$ cat config.mk
export PLATFORM = sky130hd
export DESIGN_NAME = lmh6401_spi_writer
export DESIGN_NICKNAME = d
export VERILOG_FILES = /design/src/hdl/vga_gain_pkg.sv /design/src/hdl/lmh6401_spi_writer.sv
export SDC_FILE = /design/constraint.sdc
export NUM_CORES = 1
export LEC_CHECK = 0
export BUFFER_PORTS_ARGS = -buffer_cell sky130_fd_sc_hd__buf_2
export CAP_MARGIN = 25
export CORE_MARGIN = 3
export CORE_UTILIZATION = 50
export CTS_BUF_LIST = sky130_fd_sc_hd__clkbuf_16
export DETAILED_ROUTE_END_ITERATION = 10
export GPL_ROUTABILITY_DRIVEN = 1
export PLACE_DENSITY = 0.72
export SLEW_MARGIN = 20
export SYNTH_ARGS = -nofsm -noshare
export SYNTH_HDL_FRONTEND = slang
export SYNTH_SLANG_ARGS = --single-unit
$ cat constraint.sdc
create_clock -name clk -period 4.9 [get_ports clk]
set_input_delay 1.225 -clock clk [delete_from_list [all_inputs] [get_ports clk]]
set_output_delay 1.225 -clock clk [all_outputs]
set_load 0.1 [all_outputs]
$ cat src/hdl/vga_gain_pkg.sv
// amplifier gain controller shared definitions
// channel count, SPI timing, LMH6401 gain register and frame layout
`default_nettype none

package vga_gain_pkg;

  // number of LMH6401 amplifiers on the board, one chip select each
  localparam int num_channels = 2;

  // width of a channel index, kept at least one bit wide
  localparam int chan_bits = (num_channels > 1) ? $clog2(num_channels) : 1;

  // clk cycles per sck period, must be even
  localparam int clk_div = 10;

  // LMH6401 gain code width
  localparam int gain_bits = 6;

  // gain register inside the amplifier
  localparam logic [6:0] gain_reg_addr = 7'h02;

  // one SPI transaction is rw + address + data
  localparam int frame_bits = 16;

  // writer FSM state codes
  localparam logic [1:0] wr_idle = 2'd0;
  localparam logic [1:0] wr_sending = 2'd1;
  localparam logic [1:0] wr_finish = 2'd2;

  // LMH6401 frame as seen by the register block (fields) and the shifter (raw)
  // rw sits in the MSB and goes out first on the wire
  typedef union packed {
    // shift word, MSB first
    logic [frame_bits-1:0] raw;
    struct packed {
      // 1 = read, 0 = write
      logic       rw;
      // register address
      logic [6:0] reg_addr;
      // register data, gain code in the low bits
      logic [7:0] data;
    } fields;
  } lmh_frame_u;

endpackage

`default_nettype wire

$ cat src/hdl/lmh6401_spi_writer.sv
// write-only SPI shifter for the LMH6401 bank
// divides clk down to sck and sends one 16-bit frame MSB first
// under the chip select of the requested channel
`default_nettype none
`timescale 1ns/10ps

module lmh6401_spi_writer (
  input  wire                                      clk,
  input  wire                                      reset,
  // frame request from the register block
  input  wire                                      cmd_valid,
  input  wire  [vga_gain_pkg::chan_bits-1:0]       cmd_channel,
  input  wire  vga_gain_pkg::lmh_frame_u           cmd_frame,
  output logic                                     cmd_ready,
  // SPI pins, one active-low select per amplifier
  output logic                                     sck,
  output logic                                     sdi,
  output logic [vga_gain_pkg::num_channels-1:0]    cs_n
);

  // sck divider
  logic [$clog2(vga_gain_pkg::clk_div)-1:0] div_cnt;
  logic                                     half_done;
  logic                                     sck_fall;

  // frame FSM
  logic [1:0]                               state;
  logic [vga_gain_pkg::chan_bits-1:0]       chan_q;
  logic [vga_gain_pkg::frame_bits-1:0]      shift_q;
  logic [$clog2(vga_gain_pkg::frame_bits)-1:0] bit_cnt;
  logic                                     xfer;

  // request with the rw bit forced to write
  vga_gain_pkg::lmh_frame_u                 write_frame;

  // end of a half sck period
  assign half_done = int'(div_cnt) == vga_gain_pkg::clk_div / 2 - 1;

  // sck is about to drop, so data may change on this edge
  assign sck_fall = sck && half_done;

  // accept a new frame only while idle
  assign cmd_ready = state == vga_gain_pkg::wr_idle;
  assign xfer = cmd_valid && cmd_ready;

  // never let a stray rw bit turn the transfer into a read
  always_comb begin
    write_frame = cmd_frame;
    write_frame.fields.rw = 1'b0;
  end

  // free-running sck
  always_ff @(posedge clk) begin
    if (reset) begin
      div_cnt <= '0;
      sck <= 1'b0;
    end else if (half_done) begin
      div_cnt <= '0;
      sck <= ~sck;
    end else begin
      div_cnt <= div_cnt + 1'b1;
    end
  end

  // frame FSM and pins
  always_ff @(posedge clk) begin
    if (reset) begin
      state <= vga_gain_pkg::wr_idle;
      bit_cnt <= '0;
      cs_n <= '1;
      sdi <= 1'b0;
    end else begin
      case (state)
        vga_gain_pkg::wr_idle: begin
          if (xfer) begin
            state <= vga_gain_pkg::wr_sending;
          end
        end
        vga_gain_pkg::wr_sending: begin
          // select drops together with the first bit
          if (sck_fall) begin
            cs_n[chan_q] <= 1'b0;
            sdi <= shift_q[vga_gain_pkg::frame_bits-1];
            bit_cnt <= bit_cnt + 1'b1;
            if (int'(bit_cnt) == vga_gain_pkg::frame_bits - 1) begin
              state <= vga_gain_pkg::wr_finish;
            end
          end
        end
        vga_gain_pkg::wr_finish: begin
          // one falling edge after bit 0 the select is released
          if (sck_fall) begin
            cs_n <= '1;
            sdi <= 1'b0;
            bit_cnt <= '0;
            state <= vga_gain_pkg::wr_idle;
          end
        end
        default: begin
          state <= vga_gain_pkg::wr_idle;
          cs_n <= '1;
        end
      endcase
    end
  end

  // channel and shift word, loaded on transfer and shifted MSB first
  always_ff @(posedge clk) begin
    if (xfer) begin
      chan_q <= cmd_channel;
      shift_q <= write_frame.raw;
    end else if (state == vga_gain_pkg::wr_sending && sck_fall) begin
      shift_q <= {shift_q[vga_gain_pkg::frame_bits-2:0], 1'b0};
    end
  end

endmodule

`default_nettype wire

## Yosys cells after proc, flatten, opt, wreduce, memory -nomap -nowiden

Cells that the tools add are included.

| word-level totals | value |
|---|---|
| register bits | 31 |
| bits of input ports | 20 |
| output and inout bits | 5 |
| logic and storage cells | 54 |

| operators by class | value |
|---|---|
| add/subtract/negate cells | 2 |
| $lt $le $gt $ge | 2 |
| eq/ne operators | 8 |
| mux-type cells | 18 |
| bitwise operators | 4 |
| reductions and logical operators | 11 |

Operators with widths:

| kind | number |
|---|---|
| two-way mux 15 bit | 2 |
| two-way mux 2 bit | 6 |
| one-hot mux 2 bit (3 select lines) | 2 |
| adder 4 x 1 -> 4 bit, second input constant | 2 |
| two-way mux 4 bit | 2 |
| one-hot mux 4 bit (2 select lines) | 1 |
| != test 2 bit, second input constant | 3 |
| AND reduction 3 bit | 2 |
| equality test 4 x 1 -> 1 bit, second input constant | 1 |
| equality test 4 bit, second input constant | 1 |
| logical AND 1 bit | 4 |
| AND reduction 4 bit | 1 |
| nonzero test 2 bit | 2 |
| two-way mux 1 bit | 3 |
| AND 2 bit | 1 |
| equality test 2 x 1 -> 1 bit, second input constant | 1 |
| equality test 2 bit, second input constant | 1 |
| zero test 2 bit | 1 |
| < comparator 1 x 2 -> 1 bit, second input constant | 1 |
| != test 2 x 1 -> 1 bit, second input constant | 1 |
| inverter 1 bit | 2 |
| inverter 2 bit | 1 |
| one-hot mux 1 bit (2 select lines) | 1 |
| OR reduction 2 bit | 1 |
| 2 further kinds | 2 |

## Depth between registers and ports, before layout

Gate-level depths: netlist of run 1.

| logic depth | value |
|---|---|
| word-level depth | 8 |
| depth in mapped cells | 6 |
| gate-level depth less buffers | 5 |

## Least setup slack after synthesis of run 1

No wires, ideal clock.

| timing path | value |
|---|---|
| path kind | register -> output |
| start point | register state[0] |
| end point | output cmd_ready |
| data arrival time | 1886 ps |
| required time | 3675 ps |
| setup slack | 1789 ps |
| cell stages (with the launch flop) | 4 |
| buffers on the path | 2 |
| cell sequence | dfxtp_1 buf_2 buf_2 nor2_1 |

| on the way | value |
|---|---|
| longest elaborated chain between the ends | 1 |

Ends and longest elaborated chain:

| what | line | RTL |
|---|---|---|
| start: declaration | lmh6401_spi_writer.sv:27 | `logic [1:0] state;` |
| start signal: assignment | lmh6401_spi_writer.sv:68 | `state <= vga_gain_pkg::wr_idle;` |
| start signal: assignment | lmh6401_spi_writer.sv:76 | `state <= vga_gain_pkg::wr_sending;` |
| start signal: assignment | lmh6401_spi_writer.sv:86 | `state <= vga_gain_pkg::wr_finish;` |
| zero test 2 bit | lmh6401_spi_writer.sv:43 | `assign cmd_ready = state == vga_gain_pkg::wr_idle;` |
| end: declaration | lmh6401_spi_writer.sv:14 | `output logic cmd_ready,` |

No other way between the ends.

## Final worst setup path of run 1

| timing path | value |
|---|---|
| start point | register state[1] |
| end point | output cmd_ready |

The elaborated chain is that of the path after synthesis.

==> results of run 1 <==
layout by cell type, fill, tap and decap left out, types with 3 or more instances in the layout:
cell type	n
sky130_fd_sc_hd__clkbuf_16	5
sky130_fd_sc_hd__dfxtp_1	15
sky130_fd_sc_hd__nand2b_1	3
sky130_fd_sc_hd__edfxtp_1	16
sky130_fd_sc_hd__inv_1	5
sky130_fd_sc_hd__nor2_1	4
sky130_fd_sc_hd__mux2_1	14
sky130_fd_sc_hd__nand3_1	5
sky130_fd_sc_hd__nor3b_1	4
sky130_fd_sc_hd__ha_1	3
sky130_fd_sc_hd__nand2_1	5
sky130_fd_sc_hd__nor3_1	4
sky130_fd_sc_hd__buf_2	23
sky130_fd_sc_hd__a21oi_1	5
metal layers:
metal / track usage [%] / vias to the layer above
met5: 0 / -
met4: 6.65 / 0
met3: 7.78 / 7
met2: 25.6 / 15
met1: 18.7 / 474
li1: - / 515
registers in the layout, indices dropped and copies added, names as in the netlist:
| signal | flops |
|---|---|
| sdi | 1 |
| bit_cnt | 4 |
| state | 2 |
| sck | 1 |
| cs_n | 2 |
| chan_q | 1 |
| shift_q | 16 |
| div_cnt | 4 |
worst max-delay path, stage by stage (launching register included):
cell                      delay [ps]
sky130_fd_sc_hd__dfxtp_1         720
sky130_fd_sc_hd__nor2_1          120
sky130_fd_sc_hd__buf_2           320
where the power goes:
group | leakage [nW] | switching [mW] | internal [mW] | total (mW)
registers | 0.275 | 0.00800 | 0.289 | 0.297
logic | 0.301 | 0.0264 | 0.0208 | 0.0472
clock network | 0.0812 | 0.103 | 0.236 | 0.340
path summary, 6_finish.rpt:
kind,endpoint,cells past startpoint
max,cmd_ready,2
min,shift_q[15]$_SDFFE_PP0P_,2
max reg2reg,shift_q[14]$_DFFE_PP_,6
min reg2reg,shift_q[15]$_SDFFE_PP0P_,2
per-stage QoR:
step | util, % | hold slack, ps | area (µm²) | instances | power [mW]
after floorplan | - | 453 | 1470 | 126 | 0.336
after global placement | 57.0 | 466 | 1590 | 173 | 0.347
after detailed placement | 57.0 | 475 | 1590 | 173 | 0.350
after CTS | 62.9 | 488 | 1750 | 181 | 0.691
after global routing | 62.9 | 529 | 1750 | 181 | 0.711
final | 62.9 | 490 | 1750 | 181 | 0.684
area by class of cell:
class / count / area, µm²
flip-flops and latches: 31 / 781
multi-input cells: 82 / 626
well taps: 31 / 38.8
clock inverters: 3 / 38.8
inverters: 5 / 18.8
fillers: 238 / 1030
repair buffers: 24 / 123
clock buffers: 5 / 125
cell families (layout without fill, tap and decap cells):
kind of cell,count (synthesis),after routing,share of synthesized area [%]
AOI/OAI and AO/OA,19,19,9.25
adders and majority gates,3,3,2.55
xor gates and xnor gates,1,1,0.594
buffers and inverters,13,37,4.58
and+or+nand+nor,44,44,18.7
muxes,15,15,11.4
DFF,31,31,53.0
==> flow_metrics.tcl, run 1 <==
set metrics [dict create \
    critPathLaunch "state[1]$_SDFFE_PP0P_" \
    crit_path_end_kind "primary output" \
    remaining_number_of_nets_flagged_by_the_antenna_check_after_routing 0 \
    cts_buffer_depth 2 \
    met2_wirelength_um 1230 \
    starting_density_of_the_core_pct 53.0 \
    setup.worst_path.start_class "flip-flop" \
    ys_top_cells_by_count "sky130_fd_sc_hd__edfxtp_1, sky130_fd_sc_hd__dfxtp_1, sky130_fd_sc_hd__mux2_1" \
    buffer_ports.inserted 23 \
    std_cell_rows 19 \
    post-cts-setup-buffer-count 0 \
    track_usage_pct 16.2 \
    leakagePower_nw 0.657 \
    cts-hold-fix-buffers 0 \
    gp_congestion 0.710 \
    diodes 0 \
    r2r_setup_slack_ps 3000 \
    synth.ff_latch_count 31 \
    syn-mean-instance-area_um2 11.7 \
    clk_latency_ps 270 \
    synthMostInstantiatedCell "sky130_fd_sc_hd__edfxtp_1" \
    p_per_area_nw_per_um2 391 \
    synth_nets 149 \
    max_slew.worst_pin.slew_ps 646 \
    wl_um 2470 \
    timing.setup.critical_path_class "reg -> out" \
    chipWidth_um 60.3 \
    design.final.nets 172 \
    netlist_instances 126 \
    netlist.top_cell.by_area "sky130_fd_sc_hd__edfxtp_1" \
    pre_cts_ws_ps 2450 \
    final.setup.tns_ps 0 \
    worstPathMaxFanout 19 \
    highest_layer "met4" \
    post-route-min-period_ps 2660 \
    overflow 0 \
    grt_pass1_wl_um 4200 \
    timing.fmax_ghz 0.376 \
    rsz0062_at_grt "no" \
    core_region_area_um2 2780 \
    crit_arrival_ps 1430 \
    routedWlPerCell_um 13.6 \
    yosysWarnings 0 \
    skew_ps 2.37 \
    drt_pre_antenna_iters 4 \
    maxCapViolations 0 \
    cts.htree.levels 2 \
    syn2layout_area_growth_pct 18.8 \
    finalSetupViolations 0 \
    num_io_pins 25 \
    largest_net_degree_at_the_start_of_global_routing 24 \
    drt_drc_violations_left 0 \
    worst_hold_path_type "reg -> reg" \
    tritoncts "done" \
    die-height_um 60.3 \
    cp_data_required_time_ps 3670 \
    seq_area_frac_synth_pct 53.0 \
    worstHoldStart "shift_q[15]$_SDFFE_PP0P_" \
    syn_area_um2 1470 \
    dp.final_hpwl_um 1710 \
    synth_cell_types 42 \
    final_critical_path_setup_slack_ps 2240 \
    first_iter_violations 59 \
    worst_ir_drop_vdd_v 0.000358 \
    clk_transition_reported_paths_ps 50 \
    antenna_violations_before_repair 0 \
    cts_root_buf "sky130_fd_sc_hd__clkbuf_16" \
    async_flop_share_pct 0 \
    via_density 5.59 \
    run_status "finished, final reports clean" \
    sink_count 31 \
    period_share_pct 54.2 \
    drive_above_1_share_pct 23.3 \
    hold_vio_cnt_final 0 \
    number_of_global_route_vias_before_repair 954 \
    die_area_um2 3640 \
    timing.rr.start "div_cnt[0]$_SDFF_PP0_" \
    number_of_synthesized_flops_with_an_enable_pin 16 \
    met3RoutedLength_um 115 \
    detail_route.wirelength.met1_um 1080 \
    slew_headroom_pct 56.8 \
    finalMaxSlewViolations 0 \
    synth-main-ff-cell "sky130_fd_sc_hd__edfxtp_1" \
    cts_made_buffers 5 \
    vias 1011 \
    synth_largest_type_area_fraction_pct 32.6 \
    cts_resized 0 \
    synth.area.top_cells "sky130_fd_sc_hd__edfxtp_1, sky130_fd_sc_hd__dfxtp_1, sky130_fd_sc_hd__mux2_1, sky130_fd_sc_hd__ha_1, sky130_fd_sc_hd__nor3b_1" \
]
Note: power is estimated with default switching activity, not from simulation.
==> run 2, diff against run 1 <==
Settings changed: CORE_UTILIZATION 50 to 49, PLACE_DENSITY 0.72 to 0.74.
Clock period 4.9 ns to 2.2 ns, I/O delays scaled along.
==> run 2 against run 1 <==
Core utilization fell by 0.71 points. Setup slack got worse by 2000 ps. Wire length is 0.20% lower. Largest power group is now sequential cells. Global-route usage rose by 0.53 points. Clock power rose by 85%.
==> flow_metrics.tcl, run 2 (synthesis gave the netlist of run 1 again) <==
set metrics [dict create \
    cts_buffer_depth 2 \
    num_io_pins 25 \
    diodes 0 \
    slew_headroom_pct 55.2 \
    starting_density_of_the_core_pct 52.5 \
    core_region_area_um2 2810 \
    die_area_um2 3700 \
    nFillCells 227 \
    antenna_violations_before_repair 0 \
    std_cell_rows 19 \
    clk_transition_reported_paths_ps 50 \
    leakagePower_nw 0.657 \
    mostFrequentLayoutCell "sky130_fd_sc_hd__buf_2" \
    number_of_global_route_vias_before_repair 1068 \
    cts_root_buf "sky130_fd_sc_hd__clkbuf_16" \
    cts_resized 0 \
    first_iter_violations 78 \
    worst_ir_drop_vdd_v 0.000577 \
    remaining_number_of_nets_flagged_by_the_antenna_check_after_routing 0 \
    skew_ps 3.03 \
    cp_top_family "flip-flops" \
    period_share_pct 88.8 \
    track_usage_pct 16.7 \
    drt_pre_antenna_iters 4 \
    core_utilization_of_the_finished_layout_pct 62.2 \
    dp.final_hpwl_um 1740 \
    pre_cts_ws_ps 372 \
    design.final.nets 174 \
    final_cells 183 \
    crit_path_end_kind "primary output" \
    buffer_ports.inserted 23 \
    sink_count 31 \
    syn2layout_area_growth_pct 18.4 \
    hold_vio_cnt_final 0 \
    via_density 5.57 \
    die-height_um 60.8 \
    area_used_by_multi_input_combinational_logic_um2 632 \
    tritoncts "done" \
    max_slew.worst_pin.slew_ps 670 \
    gp_congestion 0.717 \
    crit_arrival_ps 1400 \
    maxCapViolations 0 \
    grt_pass1_wl_um 4440 \
    overflow 0 \
    timing.setup.critical_path_class "reg -> out" \
    largest_register_ff_count 16 \
    worst_path_largest_cell_delay_ps 750 \
    final_critical_path_setup_slack_ps 246 \
    cts-hold-fix-buffers 0 \
    cell_chain_of_the_critical_path "nor2_2 > buf_2" \
    wl_um 2470 \
    cts_made_buffers 5 \
    layout_common_cells "sky130_fd_sc_hd__buf_2, sky130_fd_sc_hd__edfxtp_1, sky130_fd_sc_hd__mux2_1, sky130_fd_sc_hd__dfxtp_1, sky130_fd_sc_hd__inv_1" \
    cp_data_required_time_ps 1650 \
    routedWlPerCell_um 13.5 \
    chipWidth_um 60.8 \
    finalMaxSlewViolations 0 \
    clk_latency_ps 270 \
    largest_net_degree_at_the_start_of_global_routing 21 \
    p_per_area_nw_per_um2 802 \
    drt_drc_violations_left 0 \
    run_status "finished, final reports clean" \
    dp_cells 175 \
    rsz0062_at_grt "no" \
    vias 1020 \
    crit_slowest_cell "sky130_fd_sc_hd__dfxtp_1" \
    top_register "shift_q" \
    layout_top_registers "shift_q (16), bit_cnt (4), div_cnt (4)" \
    worst_hold_path_type "in -> reg" \
    timing.fmax_ghz 0.512 \
    setup.worst_path.start_class "flip-flop" \
    power_mw 1.40 \
    post-route-min-period_ps 1950 \
    drive_above_1_share_pct 25.0 \
    post-cts-setup-buffer-count 0 \
    final.setup.tns_ps 0 \
    ff_latch_area_um2 782 \
    finalSetupViolations 0 \
    cts.htree.levels 2 \
    worst-path-buf-inv 1 \
    worstPathMaxFanout 19 \
]
==> run 2: per-stage QoR <==
step                      hold slack (ps)  cell area [µm²]
after detailed placement              480             1610
final                                 449             1750
after floorplan                       453             1480
after global placement                467             1610
after global routing                  451             1750
after CTS                             443             1750
==> run 2: layout make-up <==
cell class              count  area share [%]
flip-flops and latches     31            44.8
multi-input cells          82            36.2
repair buffers             26            7.89
clock buffers               5            7.17
well taps                  31            2.22
inverters                   5            1.08
clock inverters             3           0.645
==> run 2: power breakdown <==
| group | total (mW) | internal (mW) | switching [mW] |
|---|---|---|---|
| combinational | 0.113 | 0.0484 | 0.0650 |
| clock | 0.629 | 0.405 | 0.224 |
| sequential | 0.657 | 0.645 | 0.0121 |
| total | 1.40 | 1.10 | 0.301 |
==> run 2: final timing paths <==
| check | cells past startpoint | slack [ps] | endpoint | from |
|---|---|---|---|---|
| worst max register to register | 6 | 560 | state[1]$_SDFFE_PP0P_ | div_cnt[0]$_SDFF_PP0_ |
| worst min-delay path | 1 | 450 | chan_q$_DFFE_PP_ | cmd_channel |
| worst min register to register | 1 | 480 | div_cnt[0]$_SDFF_PP0_ | div_cnt[0]$_SDFF_PP0_ |
| worst max-delay path | 2 | 250 | cmd_ready | state[1]$_SDFFE_PP0P_ |
==> run 2: routing by layer <==
layer	wire length (µm)	track usage, %	share of wire [%]
met1	1010	17.7	41
met2	1310	29.6	53
met3	95	5.11	3.9
met4	46	8.98	1.9
met5	0	0	0
==> run 2: worst register-to-register path: stages, from the launching register on <==
cell and delay, ps:
sky130_fd_sc_hd__dfxtp_1 360, sky130_fd_sc_hd__inv_1 60, sky130_fd_sc_hd__ha_1 240, sky130_fd_sc_hd__and4b_1 210
sky130_fd_sc_hd__buf_4 170, sky130_fd_sc_hd__or4b_1 450, sky130_fd_sc_hd__o21ai_0 70
==> run 3, diff against run 2 <==
Settings changed: CORE_MARGIN 3 to default.
==> run 3 against run 2 <==
The flow now finishes with violations (DRC). Register-to-register slack is essentially flat. Combinational power about the same. Setup slack improved by 61 ps. Cell count is 0.55% higher. Clock skew up 4.7 ps. Die area shrank 13%. Fmax increased by 3.2%. Total power fell by 0.32%. Sequential share of layout area fell by 0.19 points. Via count rose by 2.2%. Critical path depth increased by 1. Largest power group unchanged.
==> flow_metrics.tcl, run 3 (synthesis gave the netlist of run 1 again) <==
set metrics [dict create \
    overflow 0 \
    design.final.nets 175 \
    finalMaxSlewViolations 0 \
    final.setup.tns_ps 0 \
    number_of_global_route_vias_before_repair 1016 \
    period_share_pct 86.0 \
    buffer_ports.inserted 23 \
    worst_hold_path_type "in -> reg" \
    num_io_pins 25 \
    drive_above_1_share_pct 25.5 \
    cts_resized 0 \
    finalSetupViolations 0 \
    leakagePower_nw 0.670 \
    cts_made_buffers 5 \
    clk_latency_ps 270 \
    antenna_violations_before_repair 0 \
    pre_cts_ws_ps 381 \
    worst-r2r-cell-count 6 \
    layout_common_cells "sky130_fd_sc_hd__buf_2, sky130_fd_sc_hd__edfxtp_1, sky130_fd_sc_hd__mux2_1, sky130_fd_sc_hd__dfxtp_1, sky130_fd_sc_hd__inv_1" \
    track_usage_pct 19.4 \
    p_per_area_nw_per_um2 796 \
    std_cell_rows 19 \
    reg2reg_to "state[1]$_SDFFE_PP0P_" \
    r2r_setup_slack_ps 560 \
    crit_path_end_kind "primary output" \
    chipWidth_um 56.8 \
    slew_headroom_pct 67.8 \
    remaining_number_of_nets_flagged_by_the_antenna_check_after_routing 0 \
    tritoncts "done" \
    global_route.usage.met2_pct 32.3 \
    failed_checks "DRC" \
    drt_drc_violations_left 2 \
    vias 1042 \
    stdcell_area_um2 1750 \
    syn2layout_area_growth_pct 18.9 \
    setup.worst_path.start_class "flip-flop" \
    wl_um 2570 \
    cts.htree.levels 2 \
    first_iter_violations 54 \
    worstPathMaxFanout 17 \
    mostFrequentLayoutCell "sky130_fd_sc_hd__buf_2" \
    largest_net_degree_at_the_start_of_global_routing 21 \
    sink_count 31 \
    clk_transition_reported_paths_ps 50 \
    worst_path_largest_cell_delay_ps 420 \
    crit_path_to "cmd_ready" \
    drt_pre_antenna_iters 7 \
    rsz0062_at_grt "no" \
    run_status "finished with violations" \
    largest_register_ff_count 16 \
    crit_slowest_cell "sky130_fd_sc_hd__buf_2" \
    routedWlPerCell_um 14.0 \
    groute.layer.met1.usage_pct 20.9 \
    max_slew.worst_pin.slew_ps 487 \
    via_density 5.66 \
    die_area_um2 3230 \
    gp_congestion 0.702 \
    maxCapViolations 0 \
    core_region_area_um2 2810 \
    timing.fmax_ghz 0.528 \
    use_met3_pct 7.83 \
    final_critical_path_setup_slack_ps 307 \
    layout_top_registers "shift_q (16), bit_cnt (4), div_cnt (4)" \
    core_utilization_of_the_finished_layout_pct 62.5 \
    post-cts-setup-buffer-count 0 \
    cp_top_family "buffers and inverters" \
    crit_arrival_ps 1340 \
    timing.critical_path.depth 3 \
    cts_buffer_depth 2 \
    diodes 0 \
    die-height_um 56.8 \
    grt.busiest_layer "met2" \
    top_register "shift_q" \
    place_area_um2 1620 \
    hold_vio_cnt_final 0 \
    skew_ps 7.78 \
    worst-path-buf-inv 2 \
    timing.rr.start "div_cnt[0]$_SDFF_PP0_" \
    dp.final_hpwl_um 1760 \
    cts-hold-fix-buffers 0 \
    timing.setup.critical_path_class "reg -> out" \
    critPathLaunch "state[0]$_SDFFE_PP0P_" \
    cell_chain_of_the_critical_path "buf_4 > nor2_2 > buf_2" \
    cts_root_buf "sky130_fd_sc_hd__clkbuf_16" \
    cp_data_required_time_ps 1650 \
    post-route-min-period_ps 1890 \
    worst_ir_drop_vdd_v 0.000604 \
    starting_density_of_the_core_pct 52.5 \
    grt_pass1_wl_um 4460 \
]
## run 3: worst min path at each step
stage,startpoint,to,slack [ps],depth (start not counted)
2_1_floorplan,shift_q[15]$_SDFFE_PP0P_,shift_q[15]$_SDFFE_PP0P_,450,2
3_3_place_gp,shift_q[15]$_SDFFE_PP0P_,shift_q[15]$_SDFFE_PP0P_,470,2
3_5_place_dp,shift_q[15]$_SDFFE_PP0P_,shift_q[15]$_SDFFE_PP0P_,480,2
4_1_cts,cmd_channel,chan_q$_DFFE_PP_,450,1
5_1_grt,cmd_channel,chan_q$_DFFE_PP_,450,1
6_report,cmd_channel,chan_q$_DFFE_PP_,460,1
## run 3: final cells by class
type / count / area [µm²]
clock buffers: 5 / 125
clock inverters: 3 / 11.3
fillers: 230 / 1050
inverters: 5 / 18.8
multi-input cells: 82 / 632
flip-flops and latches: 31 / 782
well taps: 31 / 38.8
repair buffers: 27 / 145
## run 3: where the power goes
group / switching (mW) / total [mW] / internal, mW / leakage [nW]
Sequential: 0.0126 / 0.657 / 0.645 / 0.275
Combinational: 0.0659 / 0.114 / 0.0485 / 0.318
Clock: 0.218 / 0.623 / 0.404 / 0.0776
## run 3: through the flow
step                instances  hold WS (ps)  power [mW]
finish                    184           457        1.39
global route              184           450        1.45
detailed placement        176           477       0.784
CTS                       184           447        1.42
global placement          176           467       0.776
floorplan                 126           453       0.749
## run 3: routing by layer
metal,share of wire [%],up-vias
met5,0,-
met4,2.9,0
met3,4.9,8
met2,50,21
met1,42,492
li1,-,521
